`config.mk`:
```
export PLATFORM = sky130hd
export DESIGN_NAME = mem_wb_master_flat
export DESIGN_NICKNAME = d
export VERILOG_FILES = /design/src/hdl/mem_wb_pkg.sv /design/src/hdl/wb_bus_if.sv /design/src/hdl/mem_cmd_if.sv /design/src/hdl/mem_wb_master.sv /design/src/flat_wrapper.sv
export SDC_FILE = /design/constraint.sdc
export NUM_CORES = 1
export LEC_CHECK = 0
export BUFFER_PORTS_ARGS = -buffer_cell sky130_fd_sc_hd__buf_2
export CAP_MARGIN = 40
export CORE_MARGIN = 4
export CORE_UTILIZATION = 49
export CTS_BUF_LIST = sky130_fd_sc_hd__clkbuf_8
export DETAILED_ROUTE_END_ITERATION = 10
export PLACE_DENSITY = 0.79
export SYNTH_ARGS = -nofsm -noshare
export SYNTH_HDL_FRONTEND = slang
export SYNTH_SLANG_ARGS = --single-unit
```
`constraint.sdc`:
```
create_clock -name clk_i -period 3.7 [get_ports clk_i]
set_input_delay 0.74 -clock clk_i [delete_from_list [all_inputs] [get_ports clk_i]]
set_output_delay 0.74 -clock clk_i [all_outputs]
set_load 0.05 [all_outputs]
```
`src/hdl/mem_wb_pkg.sv`:
```
`default_nettype none

package mem_wb_pkg;

  // ------------------------------------------------------------------
  // Bus widths and data types.
  // ------------------------------------------------------------------
  localparam int DWORD_WIDTH = 64;

  typedef logic [DWORD_WIDTH-1:0]     dword_t;
  typedef logic [(DWORD_WIDTH/8)-1:0] sel_t;

  // ------------------------------------------------------------------
  // Command encodings.
  // ------------------------------------------------------------------
  typedef logic [0:0] mem_op_t;

  localparam mem_op_t MEM_OP_READ  = 1'b0;
  localparam mem_op_t MEM_OP_WRITE = 1'b1;

  // Size code is log2 of the byte count.
  typedef logic [1:0] mem_size_t;

  localparam mem_size_t MEM_SIZE_1 = 2'd0;
  localparam mem_size_t MEM_SIZE_2 = 2'd1;
  localparam mem_size_t MEM_SIZE_4 = 2'd2;
  localparam mem_size_t MEM_SIZE_8 = 2'd3;

  // Wishbone master adapter states.
  typedef enum logic [1:0] {
    IDLE,
    BUS,
    RESP
  } wbm_state_e;

endpackage

`default_nettype wire
```
`src/hdl/wb_bus_if.sv`:
```
`default_nettype none

interface wb_bus_if
  import mem_wb_pkg::*;
#(
  parameter int addr_width_p = 12
) ();

  // Dword address, the low three byte bits are carried by sel.
  logic [addr_width_p-4:0] adr;
  dword_t                  dat_mosi;
  dword_t                  dat_miso;
  logic                    cyc;
  logic                    stb;
  sel_t                    sel;
  logic                    we;
  logic                    ack;

  modport master (output adr, output dat_mosi, output cyc, output stb,
                  output sel, output we,
                  input dat_miso, input ack);

  modport slave (input adr, input dat_mosi, input cyc, input stb,
                 input sel, input we,
                 output dat_miso, output ack);

endinterface

`default_nettype wire

```
`src/hdl/mem_cmd_if.sv`:
```
`default_nettype none

interface mem_cmd_if
  import mem_wb_pkg::*;
#(
  parameter int addr_width_p = 12
) ();

  logic                    v;
  logic                    ready_and;
  mem_op_t                 op;
  logic [addr_width_p-1:0] addr;
  mem_size_t               size;
  dword_t                  data;

  // Fields must hold while v waits for ready_and.
  modport source (output v, output op, output addr, output size, output data,
                  input ready_and);

  modport sink (input v, input op, input addr, input size, input data,
                output ready_and);

endinterface

`default_nettype wire

```
`src/hdl/mem_wb_master.sv`:
```
`default_nettype none

module mem_wb_master
  import mem_wb_pkg::*;
#(
  parameter int addr_width_p = 12
) (
  input  logic                    clk_i,
  input  logic                    rst_n_i,

  mem_cmd_if.sink                 cmd,
  wb_bus_if.master                wb,

  output logic                    resp_v_o,
  input  logic                    resp_ready_and_i,
  output mem_op_t                 resp_op_o,
  output logic [addr_width_p-1:0] resp_addr_o,
  output mem_size_t               resp_size_o,
  output dword_t                  resp_data_o
);

  // Byte lanes that a size covers from lane zero.
  function automatic sel_t size_lanes(input mem_size_t size);
    case (size)
      MEM_SIZE_1: return 8'h01;
      MEM_SIZE_2: return 8'h03;
      MEM_SIZE_4: return 8'h0f;
      default:    return 8'hff;
    endcase
  endfunction

  // Expands each lane bit into a full byte mask.
  function automatic dword_t lane_mask(input sel_t lanes);
    dword_t mask;
    for (int i = 0; i < DWORD_WIDTH / 8; i++) begin
      mask[8*i +: 8] = {8{lanes[i]}};
    end
    return mask;
  endfunction

  wbm_state_e state_r;

  // Latched command.
  mem_op_t                 op_r;
  logic [addr_width_p-1:0] addr_r;
  mem_size_t               size_r;
  sel_t                    sel_r;
  dword_t                  wdata_r;
  dword_t                  resp_data_r;

  logic [addr_width_p-1:0] cmd_addr_aligned;
  logic [2:0]              cmd_offset;
  logic [2:0]              bus_offset;
  dword_t                  rdata_shifted;
  logic                    cmd_fire;
  logic                    bus_done;

  // ------------------------------------------------------------------
  // Address alignment and lane placement.
  // ------------------------------------------------------------------
  always_comb begin
    cmd_addr_aligned = cmd.addr;
    case (cmd.size)
      MEM_SIZE_2: cmd_addr_aligned[0]   = 1'b0;
      MEM_SIZE_4: cmd_addr_aligned[1:0] = 2'b00;
      MEM_SIZE_8: cmd_addr_aligned[2:0] = 3'b000;
      default:    cmd_addr_aligned      = cmd.addr;
    endcase
  end

  assign cmd_offset    = cmd_addr_aligned[2:0];
  assign bus_offset    = addr_r[2:0];
  assign rdata_shifted = wb.dat_miso >> {bus_offset, 3'b000};

  assign cmd.ready_and = (state_r == IDLE);
  assign cmd_fire      = cmd.v && cmd.ready_and;
  assign bus_done      = wb.stb && wb.ack;

  // ------------------------------------------------------------------
  // Control FSM.
  // ------------------------------------------------------------------
  always_ff @(posedge clk_i) begin
    if (!rst_n_i) begin
      state_r <= IDLE;
    end else begin
      case (state_r)
        IDLE:    if (cmd_fire) state_r <= BUS;
        BUS:     if (bus_done) state_r <= RESP;
        RESP:    if (resp_ready_and_i) state_r <= IDLE;
        default: state_r <= IDLE;
      endcase
    end
  end

  always_ff @(posedge clk_i) begin
    if (cmd_fire) begin
      op_r    <= cmd.op;
      addr_r  <= cmd_addr_aligned;
      size_r  <= cmd.size;
      sel_r   <= size_lanes(cmd.size) << cmd_offset;
      wdata_r <= cmd.data << {cmd_offset, 3'b000};
    end
    // Writes return zero data.
    if (state_r == BUS && bus_done) begin
      resp_data_r <= (op_r == MEM_OP_WRITE) ? '0
                                            : rdata_shifted & lane_mask(size_lanes(size_r));
    end
  end

  // Single-beat classic cycle.
  assign wb.cyc      = (state_r == BUS);
  assign wb.stb      = (state_r == BUS);
  assign wb.adr      = addr_r[addr_width_p-1:3];
  assign wb.sel      = sel_r;
  assign wb.we       = (op_r == MEM_OP_WRITE);
  assign wb.dat_mosi = wdata_r;

  assign resp_v_o    = (state_r == RESP);
  assign resp_op_o   = op_r;
  assign resp_addr_o = addr_r;
  assign resp_size_o = size_r;
  assign resp_data_o = resp_data_r;

  // ------------------------------------------------------------------
  // Wishbone protocol checks.
  // ------------------------------------------------------------------
  a_drop_after_ack: assert property (@(posedge clk_i) disable iff (!rst_n_i)
    bus_done |=> !wb.cyc && !wb.stb);

  a_req_stable: assert property (@(posedge clk_i) disable iff (!rst_n_i)
    (wb.stb && !wb.ack) |=> $stable(wb.adr) && $stable(wb.sel) && $stable(wb.we));

endmodule

`default_nettype wire

```
`src/flat_wrapper.sv`:
```
// flat-port wrapper written by rule: the top's interface ports become plain ports
module mem_wb_master_flat import mem_wb_pkg::*;
#(
  parameter int addr_width_p = 12
)
  (clk_i, rst_n_i, resp_v_o, resp_ready_and_i, resp_op_o, resp_addr_o, resp_size_o, resp_data_o, cmd_v, cmd_op, cmd_addr, cmd_size, cmd_data, cmd_ready_and, wb_adr, wb_dat_mosi, wb_cyc, wb_stb, wb_sel, wb_we, wb_dat_miso, wb_ack);
  mem_cmd_if #(.addr_width_p(addr_width_p)) cmd_i ();
  wb_bus_if #(.addr_width_p(addr_width_p)) wb_i ();
  input  logic clk_i;
  input  logic rst_n_i;
  output logic resp_v_o;
  input  logic resp_ready_and_i;
  output mem_op_t resp_op_o;
  output logic [addr_width_p-1:0] resp_addr_o;
  output mem_size_t resp_size_o;
  output dword_t resp_data_o;
  input wire logic [$bits(cmd_i.v)-1:0] cmd_v;
  input wire logic [$bits(cmd_i.op)-1:0] cmd_op;
  input wire logic [$bits(cmd_i.addr)-1:0] cmd_addr;
  input wire logic [$bits(cmd_i.size)-1:0] cmd_size;
  input wire logic [$bits(cmd_i.data)-1:0] cmd_data;
  output wire logic [$bits(cmd_i.ready_and)-1:0] cmd_ready_and;
  output wire logic [$bits(wb_i.adr)-1:0] wb_adr;
  output wire logic [$bits(wb_i.dat_mosi)-1:0] wb_dat_mosi;
  output wire logic [$bits(wb_i.cyc)-1:0] wb_cyc;
  output wire logic [$bits(wb_i.stb)-1:0] wb_stb;
  output wire logic [$bits(wb_i.sel)-1:0] wb_sel;
  output wire logic [$bits(wb_i.we)-1:0] wb_we;
  input wire logic [$bits(wb_i.dat_miso)-1:0] wb_dat_miso;
  input wire logic [$bits(wb_i.ack)-1:0] wb_ack;
  assign cmd_i.v = cmd_v;
  assign cmd_i.op = cmd_op;
  assign cmd_i.addr = cmd_addr;
  assign cmd_i.size = cmd_size;
  assign cmd_i.data = cmd_data;
  assign cmd_ready_and = cmd_i.ready_and;
  assign wb_adr = wb_i.adr;
  assign wb_dat_mosi = wb_i.dat_mosi;
  assign wb_cyc = wb_i.cyc;
  assign wb_stb = wb_i.stb;
  assign wb_sel = wb_i.sel;
  assign wb_we = wb_i.we;
  assign wb_i.dat_miso = wb_dat_miso;
  assign wb_i.ack = wb_ack;
  mem_wb_master #(.addr_width_p(addr_width_p)) u_core (.clk_i(clk_i), .rst_n_i(rst_n_i), .cmd(cmd_i), .wb(wb_i), .resp_v_o(resp_v_o), .resp_ready_and_i(resp_ready_and_i), .resp_op_o(resp_op_o), .resp_addr_o(resp_addr_o), .resp_size_o(resp_size_o), .resp_data_o(resp_data_o));
endmodule
```
; Word level (Yosys, flattened, before mapping)
; Cells that the tools add are included.
[word_totals]
register_bits = 153
inputBits = 148
wordCells = 41
[classes]
n_bitwise = 1
n_eq_ne = 10
n_reduce_logical = 9
shifts = 3
mux = 11
[ops]
columns = operator, n
row1 = $and A64 B64 Y64, 1
row2 = $shl A64 B6 Y64, 1
row3 = $shr A64 B6 Y64, 1
row4 = $pmux W8 S3, 2
row5 = $mux W8, 2
row6 = $eq A2 B2 Y1 const B, 4
row7 = $shl A8 B3 Y8, 1
row8 = $eq A2 B1 Y1 const B, 3
row9 = $logic_not A2 Y1, 3
row10 = $mux W2, 3
row11 = $pmux W2 S3, 1
row12 = $ne A2 B2 Y1 const B, 2
row13 = $logic_and A1 B1 Y1, 3
row14 = $mux W1, 3
row15 = $reduce_and A3 Y1, 1
row16 = $reduce_or A3 Y1, 1
row17 = $ne A2 B1 Y1 const B, 1
row18 = $reduce_or A2 Y1, 1

; Depth between registers and ports, before layout
[logic_depth]
depth_word = 5
ltp_mapped = 8

; Least setup slack after synthesis
; No wires, ideal clock.
[synth_timing]
kind = reg-to-reg
start = reg u_core.state_r[1]
end = reg u_core.addr_r[0] (netlist: u_core.resp_addr_o[0]) (enable)
path_slack_ps = 103
synth_period_minus_slack_ps = 3597
n_path_buf = 0
path_stages_with_launch = 3
setup_ps = 455
arrival_ps = 3142
path_cell_list = dfxtp_1 -> nor2_1 -> and2_1
[synth_via]
elab_chain_len = 2
[synth_rtl]
columns = element, line
row1 = start: declaration, mem_wb_master.sv:41  ; wbm_state_e state_r;
row2 = start signal: assignment, mem_wb_master.sv:84  ; state_r <= IDLE;
row3 = start signal: assignment, mem_wb_master.sv:87  ; IDLE: if (cmd_fire) state_r <= BUS;
row4 = start signal: assignment, mem_wb_master.sv:88  ; BUS: if (bus_done) state_r <= RESP;
row5 = $logic_not A2 Y1, mem_wb_master.sv:75  ; assign cmd.ready_and = (state_r == IDLE);
row6 = named net cmd_ready_and, flat_wrapper.sv:22  ; output wire logic [$bits(cmd_i.ready_and)-1:0] cmd_ready_and;
row7 = $logic_and A1 B1 Y1, mem_wb_master.sv:76  ; assign cmd_fire = cmd.v && cmd.ready_and;
row8 = named net u_core.cmd_fire, mem_wb_master.sv:55  ; logic cmd_fire;
row9 = end signal: assignment, mem_wb_master.sv:98  ; addr_r <= cmd_addr_aligned;
row10 = end: declaration, mem_wb_master.sv:45  ; logic [addr_width_p-1:0] addr_r;
; The timed path passes the listed nets, and every way through them passes these cells.
; A chain may end at the register's enable or synchronous reset.

; Final worst setup path
[layout_timing]
start = in cmd_size[0]
end = reg u_core.wdata_r[45] (netlist: u_core.wb.dat_mosi[45]), data pin
[layout_via]
elab_chain_len = 4
[layout_rtl]
columns = element, line
row1 = start: declaration, flat_wrapper.sv:20  ; input wire logic [$bits(cmd_i.size)-1:0] cmd_size;
row2 = $eq A2 B2 Y1 or $eq A2 B1 Y1 (tied branches), mem_wb_master.sv:63  ; case (cmd.size)
row3 = $reduce_or A3 Y1 (no source line) or $reduce_or A2 Y1 (tied branches), --
row4 = $mux W1, mem_wb_master.sv:63
row5 = $shl A64 B6 Y64 (*), mem_wb_master.sv:101  ; wdata_r <= cmd.data << {cmd_offset, 3'b000};
row6 = end signal: assignment, mem_wb_master.sv:101
row7 = end: declaration, mem_wb_master.sv:48  ; dword_t wdata_r;
; Mark *: on every way between the ends. The rest lies on a longest branch, timed or not.

==> flow_summary.json <==
{
  "synth_fa_ha_area_share_pct": 0,
  "placed_cell_area_um2": 10660,
  "crit_arrival_ps": 2780,
  "required_ps": 3900,
  "dieArea_um2": 20630,
  "path_class": "input pin to flip-flop",
  "firstDrtPassIters": 6,
  "fin_setup_tns_ps": 0,
  "clk_path_buf_depth": 2,
  "clock-sinks": 153,
  "most-common-layout-cells": "buf_2 (312), edfxtp_1 (151), nand2_1 (100)",
  "synthMuxAreaShare_pct": 12.85,
  "timing.final.max_slew_violations": 0,
  "path_clk_slew_ps": 90,
  "relSlewSlack_pct": 40.41,
  "ys_async_sr_fraction_pct": 0,
  "die_y_um": 143.6,
  "drv_cap": 0,
  "synth_edf_count": 151,
  "power_uw": 4777,
  "fin_skew_ps": 15.73,
  "drc": 0,
  "cts_max_level": 4,
  "cellInternalPower_uw": 3071,
  "post_cts_buffers": 0,
  "fin_crit_ps": 2585,
  "pin_count": 313,
  "yosysWarnings": 0,
  "ys_ff_latch": 153,
  "area_delta_synth_final_pct": 22.92,
  "rsz0062_at_grt": "no",
  "grt_pass1_wl_um": 45380,
  "wl_per_cell_um": 22.65,
  "port_buffers": 312,
  "dp.cells": 1324,
  "clkPwrFrac_pct": 28.5,
  "fin_crit_sh_pct": 69.85,
  "fin_util_pct": 61.47,
  "synth_top_family_by_area": "compound AO/OA/AOI/OAI gates",
  "layout-drive-gt1-share_pct": 36.02,
  "synth_compound_gate_area_share_pct": 17.21,
  "max_freq_mhz": 386.9,
  "cts-root-buf": "clkbuf_8",
  "insertion_delay_ps": 460,
  "p_leak_uw": 0.004643,
  "hold_path_class": "input pin to flip-flop",
  "synthesis.nets": 992,
  "start_util_pct": 50.01,
  "gp_congestion": 0.9169,
  "yosys.area_share.simple_pct": 14.09,
  "fin_nets": 1262,
  "final_common_cell": "buf_2",
  "cts_hold_buf": 0,
  "end_kind": "flip-flop",
  "yosysSeqAreaShare_pct": 50.75,
  "dpl.hpwl_um": 22210,
  "drt_wl_total_um": 30810,
  "start_kind": "input pin",
  "switching_power_uw": 1705,
  "design_area_um2": 11080,
  "syn_area_um2": 9014,
  "cts.repair.resized": 0,
  "grt_antenna_before_repair": 4,
  "yosys.area_share.xor_xnor_pct": 0,
  "grt_max_degree": 69,
  "syn_avg_cell_area_um2": 10.68,
  "powerDensity_nw_per_um2": 431.1,
  "critPathMaxFanout": 25,
  "ys_types": 48,
  "grt_pass1_vias": 7938,
  "numCtsBuffers": 17,
  "fp.coreArea_um2": 18020,
  "grt_usage_pct": 28.98,
  "vdd_drop_max_uv": 267.6,
  "setup-violations-final": 0,
  "seqPwrFrac_pct": 43.8,
  "drt_iter0_drc": 1035,
  "die_w_um": 143.6,
  "worst_pin_slew_ps": 893.8,
  "switching_share_pct": 35.70,
  "gr-total-overflow": 0,
  "vias_per_cell": 6.154,
  "final-hold-violation-count": 0,
  "p_comb_share_pct": 27.7,
  "vias": 8369,
  "fin_cells": 1360,
  "rows": 49,
  "cts_tree": "built",
  "synth-main-ff-cell": "edfxtp_1",
  "synth_cells": 844,
  "status": "complete, no violations",
  "antenna_left": 0
}
## layout make-up
cell class | count | area [µm²]
Antenna cell | 4 | 10.01
Clock buffer | 17 | 234.0
Clock inverter | 15 | 178.9
Fill cell | 1507 | 6945
Inverter | 16 | 60.06
Multi-Input combinational cell | 593 | 3991
Sequential cell | 153 | 4574
Tap cell | 229 | 286.5
Timing Repair Buffer | 333 | 1744
## worst paths after layout
kind	startpoint	end	slack (ps)	depth (start not counted)
worst max-delay path	cmd_size[0]	u_core.wb.dat_mosi[45]	1120	6
worst min-delay path	cmd_addr[10]	u_core.resp_addr_o[10]	450	1
worst max register to register	u_core.resp_op_o	u_core.resp_data_o[56]	1540	5
worst min register to register	u_core.state_r[1]	u_core.state_r[0]	490	1
## power by group through the flow
stage                     logic, µW  registers [µW]  clock network, µW
after floorplan                 553            2510                  0
after global placement         1300            2130                  0
after detailed placement       1310            2130                  0
after CTS                      1320            2090               1370
after global routing           1400            2100               1460
final                          1320            2090               1360
## critical path, stage by stage
cell	delay, ps
buf_2	320
or3b_1	590
inv_2	450
nand2_1	200
a31oi_1	120
a221o_1	360
## metrics by stage
step / hold slack (ps) / setup slack, ps
3_5_place_dp: 468.7 / 719.7
3_3_place_gp: 460.3 / 762.1
2_1_floorplan: 437.5 / 103.5
4_1_cts: 420.1 / 1233
6_report: 453.1 / 1115
5_1_grt: 407.9 / 1087
## cells in the mapped netlist, types with 4 or more instances
library cell / count / area, µm²
edfxtp_1: 151 / 4534
nand2_1: 100 / 375.4
nor2_1: 96 / 360.4
a21oi_1: 73 / 365.4
mux2i_1: 49 / 490.5
clkbuf_1: 38 / 142.6
and2_1: 33 / 206.5
o21ai_0: 28 / 140.1
mux4_2: 24 / 540.5
a22oi_1: 21 / 157.7
buf_2: 19 / 95.09
nand2b_1: 19 / 118.9
buf_4: 14 / 105.1
inv_1: 14 / 52.55
nor2b_1: 13 / 81.33
o211ai_1: 13 / 97.59
o22ai_1: 13 / 81.33
a211oi_1: 10 / 75.07
a31oi_1: 10 / 62.56
mux2_2: 10 / 112.6
buf_1: 9 / 33.78
a211o_1: 8 / 70.07
a221o_1: 8 / 80.08
a22o_1: 8 / 70.07
o22a_1: 8 / 70.07
a2bb2oi_1: 7 / 61.31
nand3b_1: 7 / 52.55
o21a_1: 6 / 45.04
o32ai_1: 4 / 35.03
## registers in the layout, summed over array words and instances (netlist names)
signal              count
u_core.wb.sel           8
u_core.resp_size_o      2
u_core.wb.dat_mosi     64
u_core.resp_data_o     64
u_core.state_r          2
u_core.resp_addr_o     12
u_core.resp_op_o        1
## cell families after synthesis
group                  Yosys count
multiplexers                    84
flip-flops                     153
AND/OR/NAND/NOR                276
buffers and inverters           98
AO/OA/AOI/OAI                  233
## metal layers
metal  wire length, µm  global-route usage [%]  vias up
li1                  -                       -     3693
met3              3326                   7.255       96
met4              1286                   13.08        6
met5                22                       0        -
met1             10800                   35.16     3962
met2             15380                   48.95      612
No activity file was read; power rests on OpenSTA's default activity.
