### src/hdl/mem_wb_pkg.sv
`default_nettype none

package mem_wb_pkg;

  // ------------------------------------------------------------------
  // Bus widths and data types.
  // ------------------------------------------------------------------
  localparam int DWORD_WIDTH = 64;

  typedef logic [DWORD_WIDTH-1:0]     dword_t;
  typedef logic [(DWORD_WIDTH/8)-1:0] sel_t;

  // ------------------------------------------------------------------
  // Command encodings.
  // ------------------------------------------------------------------
  typedef logic [0:0] mem_op_t;

  localparam mem_op_t MEM_OP_READ  = 1'b0;
  localparam mem_op_t MEM_OP_WRITE = 1'b1;

  // Size code is log2 of the byte count.
  typedef logic [1:0] mem_size_t;

  localparam mem_size_t MEM_SIZE_1 = 2'd0;
  localparam mem_size_t MEM_SIZE_2 = 2'd1;
  localparam mem_size_t MEM_SIZE_4 = 2'd2;
  localparam mem_size_t MEM_SIZE_8 = 2'd3;

  // Wishbone master adapter states.
  typedef enum logic [1:0] {
    IDLE,
    BUS,
    RESP
  } wbm_state_e;

endpackage

`default_nettype wire
### src/hdl/mem_cmd_if.sv
`default_nettype none

interface mem_cmd_if
  import mem_wb_pkg::*;
#(
  parameter int addr_width_p = 12
) ();

  logic                    v;
  logic                    ready_and;
  mem_op_t                 op;
  logic [addr_width_p-1:0] addr;
  mem_size_t               size;
  dword_t                  data;

  // Fields must hold while v waits for ready_and.
  modport source (output v, output op, output addr, output size, output data,
                  input ready_and);

  modport sink (input v, input op, input addr, input size, input data,
                output ready_and);

endinterface

`default_nettype wire

### src/hdl/mem_cmd_fifo.sv
`default_nettype none

module mem_cmd_fifo
  import mem_wb_pkg::*;
#(
  parameter int addr_width_p = 12
) (
  input  logic                    clk_i,
  input  logic                    rst_n_i,

  input  logic                    cmd_v_i,
  output logic                    cmd_ready_and_o,
  input  mem_op_t                 cmd_op_i,
  input  logic [addr_width_p-1:0] cmd_addr_i,
  input  mem_size_t               cmd_size_i,
  input  dword_t                  cmd_data_i,

  mem_cmd_if.source               deq
);

  // Two-entry storage.
  mem_op_t                 op_mem   [2];
  logic [addr_width_p-1:0] addr_mem [2];
  mem_size_t               size_mem [2];
  dword_t                  data_mem [2];

  logic       wr_ptr_r;
  logic       rd_ptr_r;
  logic [1:0] count_r;
  logic       push;
  logic       pop;

  assign deq.v  = (count_r != 2'd0);
  assign pop    = deq.v && deq.ready_and;

  // A full buffer still takes a command when the head leaves this cycle.
  assign cmd_ready_and_o = (count_r != 2'd2) || deq.ready_and;
  assign push            = cmd_v_i && cmd_ready_and_o;

  always_ff @(posedge clk_i) begin
    if (!rst_n_i) begin
      wr_ptr_r <= 1'b0;
      rd_ptr_r <= 1'b0;
      count_r  <= 2'd0;
    end else begin
      if (push) wr_ptr_r <= ~wr_ptr_r;
      if (pop) rd_ptr_r <= ~rd_ptr_r;
      case ({push, pop})
        2'b10:   count_r <= count_r + 2'd1;
        2'b01:   count_r <= count_r - 2'd1;
        default: count_r <= count_r;
      endcase
    end
  end

  always_ff @(posedge clk_i) begin
    if (push) begin
      op_mem[wr_ptr_r]   <= cmd_op_i;
      addr_mem[wr_ptr_r] <= cmd_addr_i;
      size_mem[wr_ptr_r] <= cmd_size_i;
      data_mem[wr_ptr_r] <= cmd_data_i;
    end
  end

  // Oldest entry is always presented.
  assign deq.op   = op_mem[rd_ptr_r];
  assign deq.addr = addr_mem[rd_ptr_r];
  assign deq.size = size_mem[rd_ptr_r];
  assign deq.data = data_mem[rd_ptr_r];

  // ------------------------------------------------------------------
  // Occupancy checks.
  // ------------------------------------------------------------------
  a_count_max: assert property (@(posedge clk_i) disable iff (!rst_n_i)
    count_r <= 2'd2);

  // Pointers differ only while exactly one entry is held.
  a_ptr_count: assert property (@(posedge clk_i) disable iff (!rst_n_i)
    (wr_ptr_r == rd_ptr_r) == (count_r != 2'd1));

endmodule

`default_nettype wire

### src/flat_wrapper.sv
// flat-port wrapper written by rule: the top's interface ports become plain ports
module mem_cmd_fifo_flat import mem_wb_pkg::*;
#(
  parameter int addr_width_p = 12
)
  (clk_i, rst_n_i, cmd_v_i, cmd_ready_and_o, cmd_op_i, cmd_addr_i, cmd_size_i, cmd_data_i, deq_v, deq_op, deq_addr, deq_size, deq_data, deq_ready_and);
  mem_cmd_if #(.addr_width_p(addr_width_p)) deq_i ();
  input  logic clk_i;
  input  logic rst_n_i;
  input  logic cmd_v_i;
  output logic cmd_ready_and_o;
  input  mem_op_t cmd_op_i;
  input  logic [addr_width_p-1:0] cmd_addr_i;
  input  mem_size_t cmd_size_i;
  input  dword_t cmd_data_i;
  output wire logic [$bits(deq_i.v)-1:0] deq_v;
  output wire logic [$bits(deq_i.op)-1:0] deq_op;
  output wire logic [$bits(deq_i.addr)-1:0] deq_addr;
  output wire logic [$bits(deq_i.size)-1:0] deq_size;
  output wire logic [$bits(deq_i.data)-1:0] deq_data;
  input wire logic [$bits(deq_i.ready_and)-1:0] deq_ready_and;
  assign deq_v = deq_i.v;
  assign deq_op = deq_i.op;
  assign deq_addr = deq_i.addr;
  assign deq_size = deq_i.size;
  assign deq_data = deq_i.data;
  assign deq_i.ready_and = deq_ready_and;
  mem_cmd_fifo #(.addr_width_p(addr_width_p)) u_core (.clk_i(clk_i), .rst_n_i(rst_n_i), .cmd_v_i(cmd_v_i), .cmd_ready_and_o(cmd_ready_and_o), .cmd_op_i(cmd_op_i), .cmd_addr_i(cmd_addr_i), .cmd_size_i(cmd_size_i), .cmd_data_i(cmd_data_i), .deq(deq_i));
endmodule
### config.mk
export PLATFORM = sky130hd
export DESIGN_NAME = mem_cmd_fifo_flat
export DESIGN_NICKNAME = d
export VERILOG_FILES = /design/src/hdl/mem_wb_pkg.sv /design/src/hdl/mem_cmd_if.sv /design/src/hdl/mem_cmd_fifo.sv /design/src/flat_wrapper.sv
export SDC_FILE = /design/constraint.sdc
export NUM_CORES = 1
export LEC_CHECK = 0
export BUFFER_PORTS_ARGS = -buffer_cell sky130_fd_sc_hd__buf_2
export CAP_MARGIN = 10
export CORE_MARGIN = 8
export CORE_UTILIZATION = 45
export CTS_CLUSTER_SIZE = 14
export DETAILED_ROUTE_END_ITERATION = 6
export PLACE_DENSITY = 0.8
export SLEW_MARGIN = 20
export SYNTH_ARGS = -nofsm -noshare
export SYNTH_HDL_FRONTEND = slang
export SYNTH_SLANG_ARGS = --single-unit
### constraint.sdc
create_clock -name clk_i -period 11.4 [get_ports clk_i]
set_input_delay 0.57 -clock clk_i [delete_from_list [all_inputs] [get_ports clk_i]]
set_output_delay 0.57 -clock clk_i [all_outputs]
set_load 0.05 [all_outputs]
**Word-level counts from Yosys, hierarchy flattened**

Memories as Yosys holds them, arrays and structs flattened. A register that Yosys moved wholly into a read port is not among the register bits.
Index checks and enable logic that the tools add are counted.

- Add/sub/neg operators: 2
- Eq/ne operators: 3
- Mux-type cells: 11
- Bitwise logic cells: 2
- Reductions and logical operators: 5

Operators with widths:

| operator | count |
|---|---|
| 1-bit two-way mux | 10 |
| 2-bit case mux with 2 select lines | 1 |
| 2-bit nonzero test | 2 |
| 2-bit by 1-bit adder with 2-bit output, second input constant | 1 |
| 2-bit by 1-bit == test with 1-bit output, second input constant | 1 |
| 2-bit == test, second input constant | 1 |
| 1-bit logical AND | 2 |
| 2-bit != test, second input constant | 1 |
| 1-bit NOT | 2 |
| 2-bit by 1-bit subtractor with 2-bit output, second input constant | 1 |
| 1-bit logical OR | 1 |

- Flip-flop bits (word level): 4
- Bits in writable memories: 158
- Output and inout port bits: 81
- Logic and storage cells: 30
- Memories: 4

Memories:

| name | depth | width | rd ports | clocked after memory_dff | wr ports | line | text |
|---|---|---|---|---|---|---|---|
| u_core.data_mem | 2 | 64 | 1 | 1 | 1 | mem_cmd_fifo.sv:25 | `dword_t data_mem [2];` |
| u_core.addr_mem | 2 | 12 | 1 | 1 | 1 | mem_cmd_fifo.sv:23 | `logic [addr_width_p-1:0] addr_mem [2];` |
| u_core.size_mem | 2 | 2 | 1 | 1 | 1 | mem_cmd_fifo.sv:24 | `mem_size_t size_mem [2];` |
| u_core.op_mem | 2 | 1 | 1 | 1 | 1 | mem_cmd_fifo.sv:22 | `mem_op_t op_mem [2];` |

**Longest topological paths before layout**

Gate-level depths: netlist of the first run.

- Word-level depth: 5
- Mapped depth: 6
- Gate-level depth less buffers: 6

**Worst setup path before layout of the first run**

Ideal clock, no wire load.

- Path type: input -> register
- From: in deq_ready_and
- To: mem u_core.addr_mem[0][0], enable pin
- Library setup time: 517 ps
- Arrival: 4,230 ps
- Path slack: 6,653 ps
- Stages on the path: 3
- Buffers on the path: 0
- Cells stage by stage: or3b_4 > nand2_1 > nor2_1

- Word-level cells in the longest chain between the ends: 4

Ends and longest elaborated chain:

| what | line | text |
|---|---|---|
| from (decl) | flat_wrapper.sv:21 | `input wire logic [$bits(deq_i.ready_and)-1:0] deq_ready_and;` |
| 1-bit logical OR | mem_cmd_fifo.sv:37 | `assign cmd_ready_and_o = (count_r != 2'd2) \|\| deq.ready_and;` |
| 1-bit logical AND | mem_cmd_fifo.sv:38 | `assign push = cmd_v_i && cmd_ready_and_o;` |
| 1-bit two-way mux | mem_cmd_fifo.sv:57 | `if (push) begin` |
| 1-bit two-way mux (not written as such) | mem_cmd_fifo.sv:59 | `addr_mem[wr_ptr_r] <= cmd_addr_i;` |
| to (decl) | mem_cmd_fifo.sv:23 |  |

No other way between the ends.

==> flow_results.org, run 1 <==
** Critical path
- In this run the critical register-to-register path is captured at u_core.data_mem[0][31].
- Setup crit end kind :: output pin
- Counting cells, the worst reg-to-reg path comes to 4.
- The number of buffers and inverters on the critical path is 1.
- Chain of cells forming the critical path :: mux2_2 > buf_2
- STA classifies the critical path startpoint as a flip-flop.
- Peak fanout along the critical path :: 79
- Category of the critical setup timing path :: flip-flop to output pin
- STA puts the critical path data required time at ~11000 ps.
- In this run the register-to-register setup slack is 9170 ps.
- Slowest cell on crit path :: dfxtp_4
- The critical path crosses 2 cells after its start point.
- The most critical setup path has its endpoint at deq_data[52].
- The largest single stage delay on the critical path is roughly 1000 ps.
- The startpoint identified for the worst register-to-register timing path is u_core.count_r[0].
- Among cell families on the critical path, the largest total delay comes from flip-flops.
- Data arrives at the worst endpoint at 2110 ps.

** GRT
- Antenna violations before repair :: 1
- The via count of the first global-routing pass came to 3276.
- Entering global routing, the biggest net connects 80 pins.
- The first global-routing pass estimated around 16 mm of wire.
- After global routing the overflow that remains totals 0.
- Across every metal layer, demand over resource in global routing totals 0.127.

** Timing
- Derived from the worst setup path, the maximum achievable clock frequency is 0.373 GHz.
- Finish-stage setup viols :: 0
- Setup clock skew after layout :: 4.18 ps
- Count of endpoints failing hold in the final timing report :: 0
- Setup slack closes at 8720 ps.
- At the pin with the least slew margin, the transition time is 1020 ps.
- The worst path in the final design needs a cycle of 2680 ps, including I/O delays and setup.
- Sum Neg Setup Slack :: 0 ps
- Setup repair after global routing left no endpoint under its margin.
- In the finished design, the share of the clock period the worst path needs comes to 0.235.
- Remaining max-slew budget at the tightest pin :: 0.319
- Max-slew violation total from the final report :: 0

** Synth
- When the netlist entered floorplanning its net count stood at ~350.
- Count of warnings emitted by yosys :: 0
- Of all cell types, the one taking the most synthesized area is edfxtp_1.
- Of all flip-flops after synthesis, the portion carrying an async set or reset was 0.
- Top cell type's share of synthesized area :: 0.801
- A synthesized cell averages 22.0 sq um.
- Among all cell types in the netlist, the one instantiated most often is edfxtp_1.
- By count the netlist is led by edfxtp_1 (158), mux2_2 (79), buf_2 (7), dfxtp_1 (5), xnor2_1 (3).
- Summing every instance area after synthesis gives slightly below 6000 sq um.
- Number of flops mapped to enable cells by yosys :: about 160
- Synth Flop Type :: edfxtp_1
- Yosys attributes the largest share of cell area to edfxtp_1 (80%), mux2_2 (15%), dfxtp_1 (1.7%).
- In this run, distinct cell masters in the synthesized netlist total 20.
- Instance count of the mapped netlist :: between 200 and 300
- Flip-flop and latch count after synthesis :: roughly 160
- The share of the Yosys chip area taken by registers is 0.817.

** Floorplanning
- The core region is 13000 sq um.
- The initialized floorplan defines 42 standard-cell rows.
- The floorplan step set the die height to ~130 um.
- Initial Utilization :: 0.455
- Area of the die :: 17100 sq um
- In this run the horizontal extent of the chip is 131 um.
- Count of pins on the block boundary :: 164

** Clocking
- TritonCTS created 17 clock buffers.
- The root buffer cell chosen for the clock tree is clkbuf_16.
- Count of instances resized after the clock tree is built :: 0
- Number of hold-repair buffers added at the cts stage :: 0
- TritonCTS built the clock tree.
- The clock tree synthesis step divided the H-tree into 4 levels.
- The clock reaches the later pin of the worst-skew pair after 400 ps.
- The clock drives 163 sinks.
- Number of buffers on the longest clock path :: 2
- Clock transition at the registers of the reported paths :: roughly 60 ps
- Post-CTS timing repair inserted 0 buffers for setup.

** Power and ir drop
- Psw :: 0.687 mW
- Max VDD drop :: 0.140 mV
- Power density relative to cell area :: 255 nW/um^2
- Cell internal power was estimated by the tool at 1.23 mW.
- In this run the static leakage power is 2.79 nW.
- Clock share of power :: 0.272
- The share of total power dissipated in combinational logic is 0.316.
- The share of total power dissipated in sequential elements is 0.412.
- Of the total power, the share spent switching nets is 0.358.

** Route
- Once detail routing completed, the nets flagged for antenna violations numbered 0.
- Using the TritonRoute via totals, the vias-per-cell ratio works out to 4.76.
- For this block, the via count after detailed routing is approximately 3000.
- Number of DRC violations after detailed routing :: 0
- Number of DRC markers in iteration 0 :: 140
- Wires add up to between 10 and 15 mm.
- After detailed routing, the average wire length per cell comes to 17.3 um.
- 1st-pass router iterations :: 4

** Place
- Timing analysis after detailed placement gives a worst setup slack of 8470 ps.
- Half-perimeter wire length after detailed placement :: approximately 7.3 mm
- Routability-driven placement finished with a final weighted congestion of 0.703.
- Input and output buffers added on the ports amount to 163.

** Cells and area
- Area added between synthesis and finish :: 27.1%
- For this run, the post-layout net count is 530.
- Of the cells placed in the final design, the portion with a size suffix greater than 1 is 0.600.
- Antenna Diode Count :: 0

** Min path
- Type of the worst min-delay path :: input port to flip-flop

** Outcome
- Status :: complete, no violations

** Flow run
- Max-cap violations :: 0
-- flip-flops by register name (all words and copies together) (netlist names), named ones only --
name / flops
u_core.data_mem: 128
u_core.size_mem: 4
u_core.rd_ptr_r: 1
u_core.op_mem: 2
u_core.count_r: 2
u_core.addr_mem: 24
u_core.wr_ptr_r: 1
-- kinds of logic (layout without fill, tap and decap cells) --
| kind of cell | count (synthesis) | in the layout | synth area share |
|---|---|---|---|
| DFF | 163 | 163 | 0.817 |
| muxes | 80 | 80 | 0.152 |
| and+or+nand+nor | 11 | 11 | 0.0112 |
| buffers and inverters | 9 | 197 | 0.00971 |
| AOI/OAI and AO/OA | 3 | 3 | 0.00338 |
| xor gates and xnor gates | 3 | 3 | 0.00443 |
| adders and majority gates | 1 | 1 | 0.00211 |
-- area by class of cell --
type	instances	area, sq um
Sequential cell	163	4850
Fill cell	1004	5500
Tap cell	176	220
Multi-Input combinational cell	98	1040
Timing Repair Buffer	166	878
Clock buffer	18	429
Clock inverter	13	119
-- layout by cell type, fill, tap and decap left out, drive strengths merged --
cell      instances
mux2i             1
nor2b             2
o21a              1
or2               1
bufinv            2
mux2             79
or3               1
o21ai             1
or3b              1
buf             166
clkinv            7
dfxtp             5
edfxtp          158
clkinvlp          4
ha                1
and3              1
a21boi            1
nand2             2
nand2b            1
clkbuf           18
and2              1
xnor2             3
nor2              1
-- worst min path at each step --
stage                      startpoint  cells past startpoint                      to  slack [ps]
floorplan             u_core.wr_ptr_r                      2         u_core.wr_ptr_r         450
global placement    u_core.count_r[1]                      2       u_core.count_r[1]         490
detailed placement  u_core.count_r[1]                      2       u_core.count_r[1]         520
CTS                    cmd_data_i[27]                      1  u_core.data_mem[0][27]         320
global route           cmd_data_i[27]                      1  u_core.data_mem[0][27]         330
finish                 cmd_data_i[27]                      1  u_core.data_mem[0][27]         350
-- power groups by stage --
stage / clock network, mW / logic (mW) / registers, mW
after floorplan: 0 / 0.518 / 0.763
after global placement: 0 / 0.601 / 0.801
after detailed placement: 0 / 0.604 / 0.806
after CTS: 0.534 / 0.607 / 0.794
after global routing: 0.555 / 0.630 / 0.801
final: 0.522 / 0.606 / 0.790
-- through the flow --
| stage | area (sq um) | power [mW] | utilization | hold slack (ps) | cells |
|---|---|---|---|---|---|
| floorplan | 5930 | 1.28 | - | 455 | 270 |
| CTS | 7480 | 1.93 | 0.574 | 324 | 632 |
| global placement | 6930 | 1.40 | 0.532 | 488 | 601 |
| detailed placement | 6930 | 1.41 | 0.532 | 524 | 601 |
| global route | 7530 | 1.99 | 0.578 | 326 | 634 |
| finish | 7530 | 1.92 | 0.578 | 346 | 634 |
-- per-layer routing --
layer  share of wire  track usage  vias up  wire length, um
li1                -            -     1425                -
met1            0.40        0.145     1464             4400
met2            0.51        0.213      110             5530
met3           0.076       0.0430       14              833
met4           0.015       0.0608        2              161
met5          0.0011            0        -               12
Power figures use the tool's default switching activity.
==> run 2, diff against run 1 <==
Settings changed: ABC_AREA from default to 1.
Clock period 11.4 ns to 2.8 ns, I/O delays scaled along.
==> run 2 against run 1 <==
Clock skew up 1.2 ps; power grew to 3.5 times the previous value; sequential share of layout area shrank 6.8 points; largest power group unchanged; global-route usage is 2.4 points higher; clock-buffer cell count is 1 higher; worst hold slack got worse by 300 ps; sequential cell count unchanged; final cell count increased by 15%; non-clock buffer count increased by 81; worst setup slack worse by 8100 ps; final area up 12%; critical path depth rose by 1.
==> flow_results.org, run 2 <==
** Outcome
- Status :: complete, no violations

** Critical path
- Delay contributed by the slowest stage of the critical path :: 740 ps (-280 ps)
- The endpoint arrival time on the critical path is 2080 ps (-30 ps).
- In this run the critical register-to-register path is captured at u_core.data_mem[0][48].
- Required time at the endpoint of the critical path :: 2660 ps (-8170 ps)
- The reg2reg setup slack is 900 ps (-8270 ps).
- Setup crit end kind :: output pin
- Chain of cells forming the critical path :: buf_12 > mux2_2 > buf_2
- Category of the critical setup timing path :: flip-flop to output pin
- The maximum fanout along the worst path came to 44 (-44%).
- CP Launch Type :: flip-flop
- The slowest stage of the critical path is the dfxtp_4 cell.
- Worst Reg-to-Reg Cells :: 5 (+1)
- The worst register-to-register path begins at u_core.count_r[0].

** Route
- The total length of routed wires is 12.7 mm (+16%).
- The via count normalized by instance count came to 4.69 (-1.4%).
- 1st-pass router iterations :: 5 (+1)
- Via count :: 3419 (+13%)
- The remaining design rule violation count was 0 (unchanged).
- Post-DRT Antenna Nets :: 0 (unchanged)
- Drt wl/cell :: 17.4 um (+1.1%)
- Number of DRC markers in iteration 0 :: 147 (+5.0%)

** Timing
- Max-slew violation total from the final report :: 0 (unchanged)
- The transition time at the pin with the least slew margin is 662 ps (-359 ps).
- Setup clock skew after layout :: 5.40 ps (+1.22 ps)
- Count of endpoints failing hold in the final timing report :: 0 (unchanged)
- The final setup TNS came to 0 ps (unchanged).
- The setup slack after layout is 581 ps (-8140 ps).
- The number of failing setup endpoints in the final timing report is 0 (unchanged).
- Setup repair after global routing left no endpoint under its margin.
- Based on the critical path, the design can be clocked at up to 0.451 GHz.
- Remaining max-slew budget at the tightest pin :: 0.558 (+0.238)
- Dividing the final minimum period by the clock period gives 0.793.
- Post-layout min period :: around 2200 ps

** Power and ir drop
- The maximum VDD drop came to 0.542 mV (+290%).
- Clock share of power :: 0.334 (+0.062)
- The combinational group share of total power is 0.223 (-0.093).
- The total power after layout was 6.69 mW (+250%).
- The ratio of total power to cell area is 795 nW/um^2 (+210%).
- The sequential share of power came to 0.443 (+0.031).
- The net switching fraction of the power is 0.291 (-0.0672).
- The net switching power was 1.95 mW (+180%).
- The internal power came to 4.74 mW (+290%).
- Leakage power :: 3.21 nW (+15%)

** Cells and area
- The flip-flop count of the largest register after layout came to 128 (unchanged).
- The fraction of final layout cells sized beyond drive strength 1 was 0.499 (-0.101).
- Most common cell after layout, fill and taps aside :: buf_2
- Area added between synthesis and finish :: 40.9%
- The number of fill cells in the layout was 887 (-12%).
- Largest register by flop count :: u_core.data_mem
- The number of nets in the layout came to 624 (+18%).
- The antenna diode instance count was 0 (unchanged).
- In the final layout, the registers with the most flip-flops are u_core.data_mem x128, u_core.addr_mem x24, u_core.size_mem x4.
- In the layout the commonest cells are buf_2 (163), edfxtp_1 (158), dlygate4sd3_1 (80), mux2_2 (69), clkbuf_16 (17).

** Synth
- The count of flip-flops with a built-in enable after synthesis was 158 (unchanged).
- Commonest cells in the netlist :: edfxtp_1 (158), mux2_2 (69), mux2_4 (10), nor2_1 (9), nand2_1 (8)
- Synth cell types :: 14 (-30%)
- The number of instances in the synthesized netlist is 283 (+4.8%).
- Syn Nets :: 367 (+3.7%)
- Top cell type by total area after synthesis :: edfxtp_1
- Most frequent cell after synthesis :: edfxtp_1
- Flip-flop and latch count after synthesis :: 163 (unchanged)
- Synth Flop Type :: edfxtp_1
- The area fraction of the dominant cell type after synthesis was 0.794 (-0.00654).
- Post-synth design cell area :: 5980 sq um (+0.82%)
- Cell types occupying the most area after synthesis :: edfxtp_1 (79%), mux2_2 (13%), mux2_4 (2.5%)
- Avg Synthesized Cell Area :: 21.1 sq um (-3.8%)
- Share of flip-flops with an asynchronous set or reset after synthesis :: 0 (unchanged)
- The synthesis warning total came to 0 (unchanged).
- Portion of the post-synthesis area used by sequential elements :: 0.811 (-0.00667)

** Clocking
- Number of buffers on the longest clock path :: 2 (unchanged)
- The clock-pin slew reported for the worst setup and hold paths after clock tree synthesis came to 60 ps (about the same).
- TritonCTS built the clock tree.
- Total clock buffers created by CTS :: 17 (unchanged)
- The post-CTS resize count was 0 (unchanged).
- Post-CTS setup buffers :: 0 (unchanged)
- Sinks on Clock Net :: 163 (unchanged)
- The hold buffer count at CTS came to 80 (+80).
- The maximum level of the CTS H-tree came to 4 (unchanged).
- The later-pin clock latency in the skew report came to 410 ps (about the same).
- Cell chosen for the clock root :: clkbuf_16

** GRT
- Overall fraction of global-route tracks in use :: 0.152 (+0.0243)
- Antenna violations before repair :: 0 (-1)
- Number of global-route vias before repair :: 3922 (+20%)
- Aggregate global routing overflow :: 0 (unchanged)
- The first-pass GRT wire length was 20.5 mm (+26%).
- Maximum number of pins on one net before global-route repair :: 78 (-2.5%)

** Place
- Number of buffers inserted by port buffering :: 163 (unchanged)
- The HPWL after detailed placement is 7.87 mm (+7.6%).
- The routability congestion estimate was 0.706 (+0.36%).
- Minimum setup slack after placement :: 892 ps (-7580 ps)

** Floorplanning
- The initial cell density of the core is 0.457 (+0.00190).
- The I/O pin count is 164 (unchanged).
- Area of the die :: 17200 sq um (+0.72%)
- Die Span X :: 131 um (+0.36%)
- # rows :: 42 (unchanged)
- Core region area :: 13100 sq um (+0.40%)
- The height of the chip is 131 um (+0.36%).

** Min path
- Type of the worst min-delay path :: input port to flip-flop
- Endpoint of the worst hold path :: u_core.wr_ptr_r
- In this run the most critical hold path is launched from cmd_v_i.
- Depth of the worst hold-timing path :: 3 (+2)

** Flow run
- Max-cap violations :: 0 (unchanged)
run 2: final cells by class:
cell class	count	area, sq um	area share
Clock inverter	13	141	0.0168
Timing Repair Buffer	247	1700	0.202
Clock buffer	19	433	0.0514
Inverter	6	26.3	0.00312
Sequential cell	163	4850	0.576
Multi-Input combinational cell	105	1050	0.125
Tap cell	176	220	0.0262
run 2: through the flow:
step | instances | utilization | area, sq um | hold WS (ps)
floorplan | 283 | - | 5990 | 239
global placement | 617 | 0.538 | 7040 | 328
detailed placement | 617 | 0.538 | 7040 | 331
CTS | 729 | 0.643 | 8420 | 31.2
global route | 729 | 0.643 | 8420 | 59.3
finish | 729 | 0.643 | 8420 | 44.1
run 2: kinds of logic after synthesis:
family          count (synthesis)  share of synthesized area
buf+inv                        15                     0.0144
flops                         163                      0.811
simple gates                   21                     0.0142
mux                            79                      0.155
compound gates                  4                    0.00335
fa+ha+maj                       1                    0.00209
run 2: worst max path at each step:
stage / startpoint / end / slack (ps) / depth (start not counted)
after floorplan: u_core.count_r[0] / u_core.addr_mem[1][0] / 30 / 4
after global placement: u_core.count_r[0] / u_core.data_mem[0][52] / 960 / 5
after detailed placement: u_core.count_r[0] / u_core.data_mem[0][52] / 890 / 5
after CTS: flip-flop / deq_data[41] / 520 / 3
after global routing: flip-flop / deq_data[62] / 460 / 3
final: flip-flop / deq_data[62] / 580 / 3
run 2: layer usage:
| layer | wire length [um] | global-route usage |
|---|---|---|
| met1 | 4860 | 0.161 |
| met2 | 6660 | 0.263 |
| met3 | 912 | 0.0541 |
| met4 | 289 | 0.0749 |
| met5 | 0 | 0 |
run 2: critical path: cells and delay by family, from the launching register on:
family | cells | cell delay (ps)
buf+inv | 2 | 530
flops | 1 | 740
mux | 1 | 370
run 2: power groups by stage:
stage / Sequential (mW) / Combinational [mW] / Clock, mW
global placement: 3.01 / 1.39 / 0
floorplan: 2.97 / 1.12 / 0
finish: 2.97 / 1.49 / 2.23
detailed placement: 3.02 / 1.41 / 0
CTS: 2.97 / 1.50 / 2.29
global route: 2.99 / 1.56 / 2.38
